$ cat config.mk
export PLATFORM = sky130hd
export DESIGN_NAME = fight_top
export DESIGN_NICKNAME = d
export VERILOG_FILES = /design/src/hw/fight_pkg.sv /design/src/hw/fight_top.sv /design/src/hw/round_referee.sv /design/src/hw/player_physics.sv /design/src/hw/player_control.sv /design/src/hw/contact_detect.sv
export VERILOG_INCLUDE_DIRS = /design/src /design/src/hw
export SDC_FILE = /design/constraint.sdc
export NUM_CORES = 1
export LEC_CHECK = 0
export ABC_AREA = 1
export ABC_CLOCK_PERIOD_IN_PS = 4000
export BUFFER_PORTS_ARGS = -buffer_cell sky130_fd_sc_hd__buf_2
export CORE_AREA = 8 8 197 105
export DETAILED_ROUTE_END_ITERATION = 6
export DIE_AREA = 0 0 205 113
export GPL_TIMING_DRIVEN = 0
export PLACE_DENSITY = 0.6
export RECOVER_POWER = 25
export SYNTH_ARGS = -nofsm -noshare
export SYNTH_HDL_FRONTEND = slang
export SYNTH_SLANG_ARGS = --single-unit
$ cat constraint.sdc
create_clock -name CLK_20Hz -period 4 [get_ports CLK_20Hz]
set_input_delay 0.8 -clock CLK_20Hz [delete_from_list [all_inputs] [get_ports CLK_20Hz]]
set_output_delay 0.8 -clock CLK_20Hz [all_outputs]
set_load 0.005 [all_outputs]
$ cat src/hw/fight_settings.svh
`ifndef FIGHT_SETTINGS_SVH
`define FIGHT_SETTINGS_SVH

// --------------------------------------------------------------------------
// arena geometry, in pixels
// --------------------------------------------------------------------------
`define FIGHT_ARENA_W        96
`define FIGHT_SPRITE_W       12
`define FIGHT_GROUND_Y       48
`define FIGHT_P1_START_X     10
`define FIGHT_P2_START_X     74

// ticks spent rising, and again falling
`define FIGHT_JUMP_TICKS     6
`define FIGHT_HIT_RANGE      16

// --------------------------------------------------------------------------
// combat
// --------------------------------------------------------------------------
`define FIGHT_HEALTH_MAX     100
`define FIGHT_DMG_NORMAL     5
`define FIGHT_DMG_SPECIAL    10
`define FIGHT_DMG_SUPER      20
`define FIGHT_STUN_TICKS     3
`define FIGHT_RESTART_TICKS  40

`endif
$ cat src/hw/fight_pkg.sv
package fight_pkg;

    typedef logic [6:0] coord_t;
    typedef logic [8:0] health_t;

    // raw buttons of one player
    typedef struct packed {
        logic up;
        logic down;
        logic left;
        logic right;
        logic attack;
    } pad_t;

    typedef enum logic [1:0] {
        attack_none,
        attack_normal,
        attack_special,
        attack_super
    } attack_t;

    typedef struct packed {
        logic left;
        logic right;
        logic jump;
    } move_cmd_t;

    typedef struct packed {
        coord_t x;
        coord_t y;
    } pos_t;

    typedef enum logic [1:0] {
        win_none,
        win_p1,
        win_p2,
        win_draw
    } winner_t;

    typedef struct packed {
        logic touching;
        logic in_range;
        logic p1_facing_right;
    } contact_t;

    // everything the outside world sees of the game
    typedef struct packed {
        pos_t    p1_pos;
        pos_t    p2_pos;
        health_t health1;
        health_t health2;
        winner_t winner;
        contact_t contact;
        attack_t p1_attack;
        attack_t p2_attack;
    } game_view_t;

endpackage

$ cat src/hw/fight_top.sv
`timescale 1ns/1ps
`include "fight_settings.svh"

module fight_top (
    input  logic                   CLK_20Hz,
    input  logic                   rst_n,
    input  fight_pkg::pad_t        pad1,
    input  fight_pkg::pad_t        pad2,
    input  logic                   restart_sw,
    output fight_pkg::game_view_t  view
);

    fight_pkg::move_cmd_t cmd1;
    fight_pkg::move_cmd_t cmd2;
    fight_pkg::attack_t   attack1;
    fight_pkg::attack_t   attack2;
    fight_pkg::pos_t      pos1;
    fight_pkg::pos_t      pos2;
    fight_pkg::contact_t  contact;
    fight_pkg::health_t   health1;
    fight_pkg::health_t   health2;
    fight_pkg::winner_t   winner;
    logic                 round_over;
    logic                 stun1;
    logic                 stun2;
    logic                 round_restart;
    logic                 p2_toward_right;

    // --------------------------------------------------------------------------
    // pads to commands
    // --------------------------------------------------------------------------
    player_control u_ctrl1 (
        .CLK_20Hz (CLK_20Hz),
        .rst_n    (rst_n),
        .pad      (pad1),
        .stunned  (stun1),
        .frozen   (round_over),
        .cmd      (cmd1),
        .attack   (attack1)
    );

    player_control u_ctrl2 (
        .CLK_20Hz (CLK_20Hz),
        .rst_n    (rst_n),
        .pad      (pad2),
        .stunned  (stun2),
        .frozen   (round_over),
        .cmd      (cmd2),
        .attack   (attack2)
    );

    // --------------------------------------------------------------------------
    // movement and contact
    // --------------------------------------------------------------------------
    // p2 sees its opponent on the right when p1 faces left
    assign p2_toward_right = !contact.p1_facing_right;

    player_physics #(.START_X(`FIGHT_P1_START_X)) u_phys1 (
        .CLK_20Hz      (CLK_20Hz),
        .rst_n         (rst_n),
        .round_restart (round_restart),
        .cmd           (cmd1),
        .contact       (contact),
        .toward_right  (contact.p1_facing_right),
        .pos           (pos1)
    );

    player_physics #(.START_X(`FIGHT_P2_START_X)) u_phys2 (
        .CLK_20Hz      (CLK_20Hz),
        .rst_n         (rst_n),
        .round_restart (round_restart),
        .cmd           (cmd2),
        .contact       (contact),
        .toward_right  (p2_toward_right),
        .pos           (pos2)
    );

    contact_detect u_contact (
        .p1_pos  (pos1),
        .p2_pos  (pos2),
        .contact (contact)
    );

    round_referee u_referee (
        .CLK_20Hz       (CLK_20Hz),
        .rst_n          (rst_n),
        .restart_sw     (restart_sw),
        .restart_attack (pad1.attack),
        .contact        (contact),
        .p1_attack      (attack1),
        .p2_attack      (attack2),
        .health1        (health1),
        .health2        (health2),
        .winner         (winner),
        .round_over     (round_over),
        .stun1          (stun1),
        .stun2          (stun2),
        .round_restart  (round_restart)
    );

    assign view.p1_pos    = pos1;
    assign view.p2_pos    = pos2;
    assign view.health1   = health1;
    assign view.health2   = health2;
    assign view.winner    = winner;
    assign view.contact   = contact;
    assign view.p1_attack = attack1;
    assign view.p2_attack = attack2;

endmodule

$ cat src/hw/round_referee.sv
`timescale 1ns/1ps
`include "fight_settings.svh"

module round_referee (
    input  logic                 CLK_20Hz,
    input  logic                 rst_n,
    input  logic                 restart_sw,
    input  logic                 restart_attack,
    input  fight_pkg::contact_t  contact,
    input  fight_pkg::attack_t   p1_attack,
    input  fight_pkg::attack_t   p2_attack,
    output fight_pkg::health_t   health1,
    output fight_pkg::health_t   health2,
    output fight_pkg::winner_t   winner,
    output logic                 round_over,
    output logic                 stun1,
    output logic                 stun2,
    output logic                 round_restart
);

    localparam fight_pkg::health_t health_max = fight_pkg::health_t'(`FIGHT_HEALTH_MAX);
    localparam int stun_w = $clog2(`FIGHT_STUN_TICKS + 1);
    localparam logic [stun_w-1:0] stun_load = stun_w'(`FIGHT_STUN_TICKS);
    localparam int hold_w = $clog2(`FIGHT_RESTART_TICKS + 2);
    localparam logic [hold_w-1:0] hold_done = hold_w'(`FIGHT_RESTART_TICKS);
    localparam logic [hold_w-1:0] hold_top  = hold_w'(`FIGHT_RESTART_TICKS + 1);

    fight_pkg::attack_t  p1_prev;
    fight_pkg::attack_t  p2_prev;
    fight_pkg::health_t  health1_q;
    fight_pkg::health_t  health2_q;
    fight_pkg::health_t  health1_d;
    fight_pkg::health_t  health2_d;
    fight_pkg::winner_t  winner_q;
    logic [stun_w-1:0]   stun1_cnt;
    logic [stun_w-1:0]   stun2_cnt;
    logic [hold_w-1:0]   hold_cnt;
    logic                hit1;
    logic                hit2;
    logic                hold_req;

    function automatic fight_pkg::health_t take_hit(input fight_pkg::health_t health,
                                                    input fight_pkg::attack_t kind);
        fight_pkg::health_t dmg;
        case (kind)
            fight_pkg::attack_normal:  dmg = fight_pkg::health_t'(`FIGHT_DMG_NORMAL);
            fight_pkg::attack_special: dmg = fight_pkg::health_t'(`FIGHT_DMG_SPECIAL);
            fight_pkg::attack_super:   dmg = fight_pkg::health_t'(`FIGHT_DMG_SUPER);
            default:                   dmg = '0;
        endcase
        return (health > dmg) ? health - dmg : '0;
    endfunction

    // --------------------------------------------------------------------------
    // hits land on the first tick of an attack only
    // --------------------------------------------------------------------------
    assign round_over = winner_q != fight_pkg::win_none;
    assign hit2 = (p1_attack != fight_pkg::attack_none) && (p1_prev == fight_pkg::attack_none)
                  && contact.in_range && !round_over;
    assign hit1 = (p2_attack != fight_pkg::attack_none) && (p2_prev == fight_pkg::attack_none)
                  && contact.in_range && !round_over;
    assign health1_d = hit1 ? take_hit(health1_q, p2_attack) : health1_q;
    assign health2_d = hit2 ? take_hit(health2_q, p1_attack) : health2_q;

    always_ff @(posedge CLK_20Hz or negedge rst_n)
    begin
        if (!rst_n)
        begin
            health1_q <= health_max;
            health2_q <= health_max;
            winner_q  <= fight_pkg::win_none;
            stun1_cnt <= '0;
            stun2_cnt <= '0;
        end
        else if (round_restart)
        begin
            health1_q <= health_max;
            health2_q <= health_max;
            winner_q  <= fight_pkg::win_none;
            stun1_cnt <= '0;
            stun2_cnt <= '0;
        end
        else
        begin
            health1_q <= health1_d;
            health2_q <= health2_d;
            // winner is taken from the new healths, same edge as the knockout
            if (!round_over)
            begin
                if ((health1_d == '0) && (health2_d == '0))
                begin
                    winner_q <= fight_pkg::win_draw;
                end
                else if (health1_d == '0)
                begin
                    winner_q <= fight_pkg::win_p2;
                end
                else if (health2_d == '0)
                begin
                    winner_q <= fight_pkg::win_p1;
                end
            end
            stun1_cnt <= hit1 ? stun_load : ((stun1_cnt != '0) ? stun1_cnt - 1'b1 : '0);
            stun2_cnt <= hit2 ? stun_load : ((stun2_cnt != '0) ? stun2_cnt - 1'b1 : '0);
        end
    end

    // --------------------------------------------------------------------------
    // hold-to-restart, saturates one past done so the pulse fires once
    // --------------------------------------------------------------------------
    assign hold_req = restart_sw || (restart_attack && round_over);

    always_ff @(posedge CLK_20Hz or negedge rst_n)
    begin
        if (!rst_n)
        begin
            p1_prev       <= fight_pkg::attack_none;
            p2_prev       <= fight_pkg::attack_none;
            hold_cnt      <= '0;
            round_restart <= 1'b0;
        end
        else
        begin
            p1_prev       <= p1_attack;
            p2_prev       <= p2_attack;
            round_restart <= hold_cnt == hold_done;
            if (!hold_req)
            begin
                hold_cnt <= '0;
            end
            else if (hold_cnt != hold_top)
            begin
                hold_cnt <= hold_cnt + 1'b1;
            end
        end
    end

    assign health1 = health1_q;
    assign health2 = health2_q;
    assign winner  = winner_q;
    assign stun1   = stun1_cnt != '0;
    assign stun2   = stun2_cnt != '0;

endmodule

$ cat src/hw/player_physics.sv
`timescale 1ns/1ps
`include "fight_settings.svh"

module player_physics #(
    parameter int START_X = `FIGHT_P1_START_X
) (
    input  logic                  CLK_20Hz,
    input  logic                  rst_n,
    input  logic                  round_restart,
    input  fight_pkg::move_cmd_t  cmd,
    input  fight_pkg::contact_t   contact,
    input  logic                  toward_right,
    output fight_pkg::pos_t       pos
);

    localparam fight_pkg::coord_t start_x  = fight_pkg::coord_t'(START_X);
    localparam fight_pkg::coord_t ground_y = fight_pkg::coord_t'(`FIGHT_GROUND_Y);
    localparam fight_pkg::coord_t x_max    =
        fight_pkg::coord_t'(`FIGHT_ARENA_W - `FIGHT_SPRITE_W);
    localparam int air_w = $clog2(2 * `FIGHT_JUMP_TICKS);
    localparam logic [air_w-1:0] rise_ticks = air_w'(`FIGHT_JUMP_TICKS);
    localparam logic [air_w-1:0] last_tick  = air_w'(2 * `FIGHT_JUMP_TICKS - 1);

    fight_pkg::pos_t   pos_q;
    fight_pkg::coord_t x_next;
    logic [air_w-1:0]  air_cnt;
    logic              phase;
    logic              approach_ok;
    logic              step_left;
    logic              step_right;

    // inside hit range only one fighter closes in per tick, chosen by phase,
    // so two simultaneous steps can never push the gap under a sprite width
    assign approach_ok = !contact.touching && (!contact.in_range || (phase == toward_right));
    assign step_left   = cmd.left && !cmd.right && (pos_q.x != '0)
                         && (toward_right || approach_ok);
    assign step_right  = cmd.right && !cmd.left && (pos_q.x < x_max)
                         && (!toward_right || approach_ok);

    always_comb
    begin
        x_next = pos_q.x;
        if (step_left)
        begin
            x_next = pos_q.x - 1'b1;
        end
        else if (step_right)
        begin
            x_next = pos_q.x + 1'b1;
        end
    end

    // jump rises for rise_ticks then falls the same number back to the floor
    always_ff @(posedge CLK_20Hz or negedge rst_n)
    begin
        if (!rst_n)
        begin
            pos_q.x <= start_x;
            pos_q.y <= ground_y;
            air_cnt <= '0;
            phase   <= 1'b0;
        end
        else if (round_restart)
        begin
            pos_q.x <= start_x;
            pos_q.y <= ground_y;
            air_cnt <= '0;
            phase   <= 1'b0;
        end
        else
        begin
            phase   <= !phase;
            pos_q.x <= x_next;
            if ((air_cnt != '0) || cmd.jump)
            begin
                pos_q.y <= (air_cnt < rise_ticks) ? pos_q.y - 1'b1 : pos_q.y + 1'b1;
                air_cnt <= (air_cnt == last_tick) ? '0 : air_cnt + 1'b1;
            end
        end
    end

    assign pos = pos_q;

endmodule

$ cat src/hw/player_control.sv
`timescale 1ns/1ps

module player_control (
    input  logic                  CLK_20Hz,
    input  logic                  rst_n,
    input  fight_pkg::pad_t       pad,
    input  logic                  stunned,
    input  logic                  frozen,
    output fight_pkg::move_cmd_t  cmd,
    output fight_pkg::attack_t    attack
);

    fight_pkg::move_cmd_t cmd_d;
    fight_pkg::move_cmd_t cmd_q;
    fight_pkg::attack_t   attack_d;
    fight_pkg::attack_t   attack_q;
    logic                 hold;

    // button decode, up wins over down for the combo
    always_comb
    begin
        cmd_d.left  = pad.left;
        cmd_d.right = pad.right;
        cmd_d.jump  = pad.up;
        if (!pad.attack)
        begin
            attack_d = fight_pkg::attack_none;
        end
        else if (pad.up)
        begin
            attack_d = fight_pkg::attack_super;
        end
        else if (pad.down)
        begin
            attack_d = fight_pkg::attack_special;
        end
        else
        begin
            attack_d = fight_pkg::attack_normal;
        end
    end

    always_ff @(posedge CLK_20Hz or negedge rst_n)
    begin
        if (!rst_n)
        begin
            cmd_q    <= '0;
            attack_q <= fight_pkg::attack_none;
        end
        else
        begin
            cmd_q    <= cmd_d;
            attack_q <= attack_d;
        end
    end

    // a stunned fighter or a finished round takes no input
    assign hold   = stunned || frozen;
    assign cmd    = hold ? '0 : cmd_q;
    assign attack = hold ? fight_pkg::attack_none : attack_q;

endmodule

$ cat src/hw/contact_detect.sv
`timescale 1ns/1ps
`include "fight_settings.svh"

module contact_detect (
    input  fight_pkg::pos_t      p1_pos,
    input  fight_pkg::pos_t      p2_pos,
    output fight_pkg::contact_t  contact
);

    localparam fight_pkg::coord_t touch_gap = fight_pkg::coord_t'(`FIGHT_SPRITE_W);
    localparam fight_pkg::coord_t hit_gap   = fight_pkg::coord_t'(`FIGHT_HIT_RANGE);

    logic              p1_left;
    fight_pkg::coord_t gap;

    // --------------------------------------------------------------------------
    // horizontal only, a jump does not clear the opponent
    // --------------------------------------------------------------------------
    assign p1_left = p1_pos.x < p2_pos.x;

    always_comb
    begin
        if (p1_left)
        begin
            gap = p2_pos.x - p1_pos.x;
        end
        else
        begin
            gap = p1_pos.x - p2_pos.x;
        end
    end

    assign contact.touching        = gap <= touch_gap;
    assign contact.in_range        = gap <= hit_gap;
    assign contact.p1_facing_right = p1_left;

endmodule

## After elaboration in Yosys (flattened, before gate mapping)

Index checks and enable logic that the tools add are counted.
Widths: inputs -> output; s select.

- $add $sub $neg: 17
- $lt $le $gt $ge: 9
- Equal/unequal tests: 14
- Multiplexer cells: 50
- Reduce and logical (&&, ||, !) cells: 62

Operators by type and width:

| kind | number |
|---|---|
| $mux 7 | 9 |
| $mux 9 | 6 |
| $mux 2 | 19 |
| $pmux 5 s3 | 2 |
| $add 7x1->7 const B | 4 |
| $mux 14 | 2 |
| $sub 7x1->7 const B | 4 |
| $mux 4 | 6 |
| $logic_and 1x1->1 | 22 |
| $gt 9x5->1 | 2 |
| $logic_not 9->1 | 2 |
| $sub 9x5->9 | 2 |
| $lt 7x7->1 const B | 2 |
| $reduce_bool 2->1 | 7 |
| $reduce_bool 7->1 | 2 |
| $sub 7x7->7 | 2 |
| $mux 6 | 2 |
| $reduce_bool 4->1 | 3 |
| $logic_or 1x1->1 | 11 |
| $logic_not 1->1 | 10 |
| $add 4x1->4 const B | 2 |
| $eq 2x2->1 const B | 4 |
| $eq 4x4->1 const B | 2 |
| $lt 4x3->1 const B | 2 |
| other kinds (16) | 23 |

- Flip-flop bits (word level): 83
- Input bits: 13
- Word-level logic and storage cells: 177

## Depth between registers and ports, before layout

Gate-level depths: netlist of run 1.

- Word-level depth: 14
- Mapped depth: 30

## Modules after synthesis

Synthesis of run 1 repeated with hierarchy kept, for this count alone.

- Cells, all modules: 884
- Area total of the unflattened synthesis: 6,540.0 sq um

Modules (own cells, without submodules):

| module | times used | cells each | area an instance (sq um) |
|---|---|---|---|
| round_referee | 1 | 335 | 2,418.6 |
| player_physics (u_phys1) | 1 | 183 | 1,427.6 |
| player_physics (u_phys2) | 1 | 171 | 1,397.6 |
| contact_detect | 1 | 148 | 864.6 |
| player_control | 2 | 23 | 214.0 |
| fight_top | 1 | 1 | 3.8 |

## Worst setup path before layout of run 1

No wires, ideal clock.

- Path type: register to register
- From: reg u_phys2.pos_q (netlist bit u_phys2.pos[10])
- To: reg u_phys2.pos_q (netlist bit u_phys2.pos[13])
- Arrival time: 3.653 ns
- Data required time: 3.928 ns
- Setup slack: 0.275 ns
- Stages on the path, launching flop included: 27
- Path buffers: 1
- Cells stage by stage: dfstp_2 > inv_1 > ha_1 > buf_2 > nand2_1 > nor2_2 > nand2_2 > nand2_4 > inv_6 > nand2_2 > nand2_2 > nor2_8 > nand2_2 > o21ai_2 > nand2_1 > nand2_2 > inv_1 > ha_1 > a21o_1 > a31oi_1 > nor2_1 > o21ai_0 > nand2_1 > xor2_1 > o21ai_0 > nor2_1 > o21ai_1

- Cells in the longest elaborated chain, start to end: 10
- Elaborated cells on any way between the ends: 26
- Classes of those cells: add/sub (4); order compare (4); eq/ne (1); mux (4); reduce/logical (13)

Ends and longest elaborated chain:

| what | RTL line | text |
|---|---|---|
| from (decl) | player_physics.sv:24 | `fight_pkg::pos_t pos_q;` |
| $lt 7x7->1 (*) | contact_detect.sv:19 | `assign p1_left = p1_pos.x < p2_pos.x;` |
| named net u_contact.p1_left | contact_detect.sv:13 | `logic p1_left;` |
| $mux 7 | contact_detect.sv:23 | `if (p1_left)` |
| $le 7x5->1 | contact_detect.sv:34 | `assign contact.in_range = gap <= hit_gap;` |
| $logic_not 1->1 | player_physics.sv:34 | `assign approach_ok = !contact.touching && (!contact.in_range \|\| (phase == toward_right));` |
| $logic_or 1x1->1 | player_physics.sv:34 |  |
| $logic_and 1x1->1 | player_physics.sv:34 |  |
| $logic_or 1x1->1 | player_physics.sv:36 | `&& (toward_right \|\| approach_ok);` |
| $logic_and 1x1->1 | player_physics.sv:36 |  |
| $mux 7 | player_physics.sv:43 | `if (step_left)` |
| $mux 14 | player_physics.sv:63 | `else if (round_restart)` |

Mark *: on every way through the listed nets, which the timed path passes. The rest lies on a longest branch. The select of a mux whose other input is x is not followed.
A chain may end at the register's enable or synchronous reset.

## Worst setup path in the final report of run 1

- From: reg u_phys2.pos_q (netlist bit u_phys2.pos[13])
- To: reg u_phys1.pos_q (netlist bit u_phys1.pos[13])

- Cells in the longest elaborated chain, start to end: 10
- Elaborated cells on any way between the ends: 19
- Classes of those cells: add/sub (2); order compare (3); eq/ne (1); mux (3); reduce/logical (10)

Ends and longest elaborated chain:

| what | RTL line | text |
|---|---|---|
| $sub 7x7->7 (tied with other cells) | contact_detect.sv:29 | `gap = p1_pos.x - p2_pos.x;` |
| $mux 7 | contact_detect.sv:23 |  |
| $le 7x5->1 | contact_detect.sv:34 |  |
| $logic_not 1->1 | player_physics.sv:34 |  |
| $logic_or 1x1->1 | player_physics.sv:34 |  |
| $logic_and 1x1->1 | player_physics.sv:34 |  |
| $logic_or 1x1->1 | player_physics.sv:36 |  |
| $logic_and 1x1->1 | player_physics.sv:36 |  |
| $mux 7 | player_physics.sv:43 |  |
| $mux 14 | player_physics.sv:63 |  |
| to (decl) | player_physics.sv:24 |  |

Parallel ways exist; a longest one is shown, timed or not.

==> results_dict.tcl, run 1 <==
set metrics [dict create \
    status "complete, but fails checks" \
    violations "capacitance limit, slew limit" \
    grt_overflow_total 0 \
    drive_gt1_share_pct 26.6 \
    ios 68 \
    syn_to_final_growth_pct 25.9 \
    numCtsBuffers 9 \
    initial_core_util_pct 34.1 \
    nNetsFinal 984 \
    grt_pass1_wl_um 28900 \
    dp.cells 1104 \
    setup_viol 0 \
    insertion_delay_ns 0.34 \
    worstMarginPinSlew_ns 1.72 \
    final_common_cell "nand2_1" \
    drc_errors 0 \
    ant_nets 0 \
    slew_violations 68 \
    clock_power_share_pct 13.0 \
    ir_drop_mv 0.389 \
    pwr-share-comb_pct 64.5 \
    p_switching_w 0.00314 \
    synthArstFlopShare_pct 100 \
    cp.arrival_ns 4.16 \
    finalCritPeriodShare_pct 98.0 \
    final_cell_count_no_fill 1158 \
    htree_levels 3 \
    leakage_nw 3.93 \
    die_h_um 113 \
    vias_per_cell 4.88 \
    intPower_w 0.00337 \
    end_kind "flop" \
    crit_type "reg -> reg" \
    skew_ns 0.00866 \
    powerDensity_nw_per_um2 846 \
    critPathMaxStageDelay_ns 0.58 \
    syn_area_um2 6120 \
    cts_hold_buf 0 \
    hold_class "reg -> reg" \
    clock_path_buffers 2 \
    cp.buffers_inverters 5 \
    pwr-share-seq_pct 22.5 \
    grt_max_degree 68 \
    row_count 35 \
    ys_ff_latch 83 \
    critPathMaxFanout 6 \
    avgSynthCellArea_um2 7.69 \
    required_ns 4.24 \
    rsz0062_at_grt "true" \
    synth.distinct_cells 46 \
    fin_crit_ns 3.92 \
    antenna_found_initial 1 \
    num_antenna_cells 0 \
    final_cell_area_um2 7700 \
    cp_top_family "simple AND/OR/NAND/NOR gates" \
    cp-start-kind "flop" \
    max_slew_margin_pct -14.6 \
    via_count 5649 \
    place_area_um2 6790 \
    synth_edf_count 0 \
    wl_per_cell_um 15.6 \
    synth_cells 796 \
    first_iter_violations 441 \
    drt-total-wl_um 18000 \
    slowest_stage "dfstp_2" \
    sw_frac_of_total_pct 48.2 \
    first_pass_iters 5 \
    max_freq_ghz 0.255 \
    maxCapViolCount 1 \
    tns_ns 0 \
    layout_common_cells "151 x nand2_1, 100 x inv_1, 86 x nor2_1" \
    track_usage_pct 15.5 \
    first_global_vias 5302 \
    r2r_slack_ns 0.08 \
    cts_sinks 83 \
    hold_viol_final 0 \
    dp_hpwl_um 13400 \
    die_x_um 205 \
    ys.flop_type "dfrtp_1" \
    cts_tree "yes" \
    gp_congestion 0.837 \
    cpMostUsedCell "nand2_4" \
    portBuffers 67 \
    synth_fp_nets 867 \
    clkTransAtPathRegs_ns 0.07 \
    hold_ws_ns 0.439 \
    yosys_warnings 0 \
    die_area_um2 23200 \
    clock-root-buffer "clkbuf_16" \
    core-area_um2 18000 \
    ys_seq_area_share_pct 34.2 \
]
stage by stage:
step | power, W | util [%] | setup WS, ns
after CTS | 0.00620 | 40.5 | 0.00511
after global placement | 0.00507 | 37.6 | -0.384
after global routing | 0.00719 | 42.9 | -0.130
after floorplan | 0.00408 | - | 0.275
after detailed placement | 0.00512 | 37.8 | -0.442
final | 0.00652 | 42.9 | 0.0780
power by group through the flow:
| stage | logic, W | clock network [W] | registers [W] |
|---|---|---|---|
| after floorplan | 0.00267 | 0 | 0.00141 |
| after global placement | 0.00359 | 0 | 0.00148 |
| after detailed placement | 0.00363 | 0 | 0.00148 |
| after CTS | 0.00387 | 0.000872 | 0.00146 |
| after global routing | 0.00477 | 0.000909 | 0.00151 |
| final | 0.00420 | 0.000849 | 0.00147 |
final cells by class:
type	count	area, µm²
Timing Repair Buffer	106	633
Inverter	113	449
Clock buffer	11	233
Buffer	14	92.6
Multi-Input combinational cell	586	3830
Clock inverter	5	61.3
Tap cell	240	300
Fill cell	1853	10200
Sequential cell	83	2100
sequential cells by signal, summed over array words and instances, names as in the netlist, 3 cells and up:
signal and flops:
u_phys1.pos 14, u_phys2.pos 14, u_referee.health1 9, u_referee.health2 9
u_referee.hold_cnt 6, u_phys1.air_cnt 4, u_phys2.air_cnt 4, u_ctrl1.cmd_q 3
u_ctrl2.cmd_q 3
routing by layer:
| layer | up-vias | track usage (%) | share of wire, % |
|---|---|---|---|
| li1 | 2834 | - | - |
| met1 | 2650 | 25.2 | 54 |
| met2 | 150 | 19.2 | 38 |
| met3 | 13 | 4.45 | 7.2 |
| met4 | 2 | 2.46 | 0.61 |
| met5 | - | 0 | 0.061 |
path summary, 6_finish.rpt:
| path | start | end | cells past startpoint |
|---|---|---|---|
| max | u_phys2.pos[13]$_DFFE_PN1P_ | u_phys1.pos[13]$_DFFE_PN0P_ | 27 |
| min reg2reg | u_phys1.phase$_DFF_PN0_ | u_phys1.phase$_DFF_PN0_ | 1 |
| max in group asynchronous | rst_n | u_phys2.pos[9]$_DFFE_PN0P_ | 2 |
| min in group asynchronous | rst_n | u_referee.health2[1]$_DFF_PN0_ | 1 |
| min | u_phys1.phase$_DFF_PN0_ | u_phys1.phase$_DFF_PN0_ | 1 |
| max reg2reg | u_phys2.pos[13]$_DFFE_PN1P_ | u_phys1.pos[13]$_DFFE_PN0P_ | 27 |
cell usage after synthesis (3+ instances only):
| cell type | instances | area [µm²] |
|---|---|---|
| xnor2_1 | 10 | 87.6 |
| nor3_1 | 8 | 40.0 |
| nand3_4 | 3 | 52.6 |
| o31ai_1 | 5 | 37.5 |
| nand3_2 | 4 | 40.0 |
| buf_6 | 4 | 45.0 |
| nor2_1 | 89 | 334 |
| and2_1 | 3 | 18.8 |
| nand3_1 | 49 | 245 |
| nand2_1 | 166 | 623 |
| nand4_1 | 25 | 156 |
| or2_2 | 6 | 37.5 |
| clkbuf_1 | 6 | 22.5 |
| buf_2 | 3 | 15.0 |
| nand3b_1 | 4 | 30.0 |
| ha_1 | 50 | 626 |
| inv_1 | 109 | 409 |
| a31oi_1 | 4 | 25.0 |
| xor2_1 | 23 | 201 |
| a21oi_1 | 44 | 220 |
| dfrtp_1 | 68 | 1700 |
| nand2_2 | 18 | 113 |
| o21ai_0 | 27 | 135 |
| o21ai_1 | 12 | 60.1 |
| fa_1 | 8 | 160 |
| dfstp_2 | 15 | 394 |
logic make-up after synthesis:
group	share of synthesized area, %
simple gates	29.3
compound gates	10.4
fa+ha+maj	12.8
buf+inv	8.48
xor+xnor	4.72
flops	34.2
timing repair:
item                                    in CTS  in global routing
endpoints found under the hold margin        0                  0
setup buffers                               17                 21
gates resized for setup                     14                 72
gates cloned                                 0                  0
pin swaps                                    6                 35
endpoints found under the setup margin       5                  4
worst reg2reg max path, delay by kind of cell (launching register included):
kind	cells	cell delay [ns]
adders and majority gates	2	0.67
buffers and inverters	5	0.51
and+or+nand+nor	16	1.27
AOI/OAI and AO/OA	3	0.58
xor gates and xnor gates	1	0.19
DFF	1	0.58
Note: power is estimated with default switching activity, not from simulation.
==> run 2: changes to the inputs <==
--- a/config.mk
+++ b/config.mk
@@ -7,13 +7,13 @@
 export NUM_CORES = 1
 export LEC_CHECK = 0
 export ABC_AREA = 1
-export ABC_CLOCK_PERIOD_IN_PS = 4000
+export ABC_CLOCK_PERIOD_IN_PS = 3450
 export BUFFER_PORTS_ARGS = -buffer_cell sky130_fd_sc_hd__buf_2
 export CORE_AREA = 8 8 197 105
 export DETAILED_ROUTE_END_ITERATION = 6
 export DIE_AREA = 0 0 205 113
 export GPL_TIMING_DRIVEN = 0
-export PLACE_DENSITY = 0.6
+export PLACE_DENSITY_LB_ADDON = 0.25
 export RECOVER_POWER = 25
 export SYNTH_ARGS = -nofsm -noshare
 export SYNTH_HDL_FRONTEND = slang
==> constraint.sdc (replaced) <==
create_clock -name CLK_20Hz -period 3.45 [get_ports CLK_20Hz]
set_input_delay 0.69 -clock CLK_20Hz [delete_from_list [all_inputs] [get_ports CLK_20Hz]]
set_output_delay 0.69 -clock CLK_20Hz [all_outputs]
set_load 0.005 [all_outputs]
==> results_dict.tcl, run 2 (synthesis results as in run 1) <==
set metrics [dict create \
    status "complete, but fails checks" \
    violations "capacitance limit, slew limit, setup timing" \
    clock_power_share_pct 11.8 \
    syn_to_final_growth_pct 27.7 \
    tns_ns -0.300 \
    htree_levels 3 \
    p_switching_w 0.00368 \
    slew_violations 67 \
    portBuffers 67 \
    final_cell_count_no_fill 1164 \
    initial_core_util_pct 34.1 \
    ir_drop_mv 0.523 \
    drc_errors 0 \
    die_h_um 113 \
    die_area_um2 23200 \
    cts_sinks 83 \
    worstMarginPinSlew_ns 1.72 \
    wl_per_cell_um 15.2 \
    rr_startpoint "u_phys2.pos[13]$_DFFE_PN1P_" \
    cts_tree "yes" \
    fin_crit_ns 3.57 \
    insertion_delay_ns 0.34 \
    cts_hold_buf 0 \
    dp_worst_setup_slack_ns -0.705 \
    critPathMaxFanout 7 \
    nNetsFinal 991 \
    crit_type "reg -> reg" \
    grt_max_degree 67 \
    drt-total-wl_um 17700 \
    dp_hpwl_um 13300 \
    nFillCells 1823 \
    first_pass_iters 5 \
    num_antenna_cells 0 \
    whs_endpoint "u_phys1.phase$_DFF_PN0_" \
    multi_input_area_um2 3920 \
    final_common_cell "nand2_1" \
    cp.buffers_inverters 3 \
    max_slew_margin_pct -14.5 \
    via_count 5617 \
    grt_pass1_wl_um 28700 \
    hold_class "reg -> reg" \
    layout_common_cells "151 x nand2_1, 96 x inv_1, 82 x nor2_1" \
    r2r_slack_ns -0.12 \
    final_cell_area_um2 7820 \
    vias_per_cell 4.83 \
    rsz0062_at_grt "true" \
    cpMostUsedCell "nand2_4" \
    first_global_vias 5254 \
    skew_ns 0.00933 \
    cp.arrival_ns 3.84 \
    ant_nets 0 \
    required_ns 3.72 \
    pwr-share-comb_pct 65.7 \
    sw_frac_of_total_pct 48.8 \
    hp-start "u_phys1.phase$_DFF_PN0_" \
    reg2reg_depth 26 \
    max_freq_ghz 0.280 \
    antenna_found_initial 1 \
    drive_gt1_share_pct 28.2 \
    clkTransAtPathRegs_ns 0.07 \
    pwr-share-seq_pct 22.5 \
    fin_ws_ns -0.120 \
    intPower_w 0.00385 \
    place_area_um2 6950 \
    numCtsBuffers 9 \
    track_usage_pct 15.4 \
    clock-root-buffer "clkbuf_16" \
    finalCritPeriodShare_pct 103 \
    clock_path_buffers 2 \
    cp.depth 26 \
    maxCapViolCount 1 \
    min_path_cells 1 \
    slowest_stage "dfstp_2" \
    row_count 35 \
    setup_viol 4 \
    core-area_um2 18000 \
    cp_top_family "simple AND/OR/NAND/NOR gates" \
    leakage_nw 4.00 \
    register_area_um2 2100 \
    die_x_um 205 \
    gp_congestion 0.842 \
    grt_overflow_total 0 \
    powerDensity_nw_per_um2 964 \
    ios 68 \
    critPathMaxStageDelay_ns 0.56 \
    cp-start-kind "flop" \
    hold_viol_final 0 \
    end_kind "flop" \
    first_iter_violations 489 \
    dp.cells 1104 \
    reg2reg_to "u_phys2.pos[13]$_DFFE_PN1P_" \
]
## run 2: changes by cell type in the layout (fill, tap and decap cells not counted), moves of 4 or more
cell and change:
nor2_1 -4, nand2_4 +6, nor2_2 +5, inv_2 +4
inv_1 -4, buf_4 +6, nand2_2 -6
## run 2: final cells by class
cell class | instances | area share, %
tap | 240 | 3.84
timing repair buffer | 115 | 9.06
clock buffer | 11 | 2.98
inverter | 113 | 5.78
clock inverter | 4 | 0.368
multi-input combinational | 586 | 50.1
sequential | 83 | 26.9
buffer | 12 | 0.945
## run 2: metrics by stage
step	hold WS (ns)	util [%]	power, W
after global routing	0.442	43.5	0.00826
after detailed placement	0.432	38.7	0.00607
final	0.441	43.5	0.00753
after floorplan	0.394	-	0.00486
after CTS	0.229	42.7	0.00738
after global placement	0.431	38.5	0.00603
## run 2: worst max-delay path by stage
stage                                        endpoint  slack [ns]                         from
after global placement    u_phys1.pos[12]$_DFFE_PN0P_       -0.66   u_phys1.pos[7]$_DFFE_PN0P_
after global routing      u_phys1.pos[13]$_DFFE_PN0P_       -0.36  u_phys1.pos[10]$_DFFE_PN1P_
after CTS                 u_phys2.pos[13]$_DFFE_PN1P_       -0.21  u_phys2.pos[13]$_DFFE_PN1P_
final                     u_phys2.pos[13]$_DFFE_PN1P_       -0.12  u_phys2.pos[13]$_DFFE_PN1P_
after floorplan           u_phys1.pos[13]$_DFFE_PN0P_       -0.07  u_phys2.pos[10]$_DFFE_PN1P_
after detailed placement  u_phys2.pos[13]$_DFFE_PN1P_       -0.71   u_phys1.pos[7]$_DFFE_PN0P_
## run 2: timing repair
item                                    CTS  global route
gates resized for setup                  43            36
setup buffers                            42             9
pin swaps                                48            21
endpoints found under the setup margin   14            10
gates cloned                              0             0
## run 2: metal layers
metal | track usage (%) | up-vias | wire [µm]
met2 | 18.7 | 145 | 6300
met3 | 3.76 | 13 | 1060
li1 | - | 2844 | -
met5 | 0 | - | 11
met1 | 25.7 | 2613 | 10200
met4 | 2.89 | 2 | 137
## run 2: power by group through the flow
stage               combinational [W]  clock (W)  sequential [W]
CTS                           0.00478   0.000921         0.00168
global placement              0.00430          0         0.00173
global route                  0.00556   0.000956         0.00174
finish                        0.00495   0.000890         0.00169
detailed placement            0.00435          0         0.00172
floorplan                     0.00322          0         0.00163
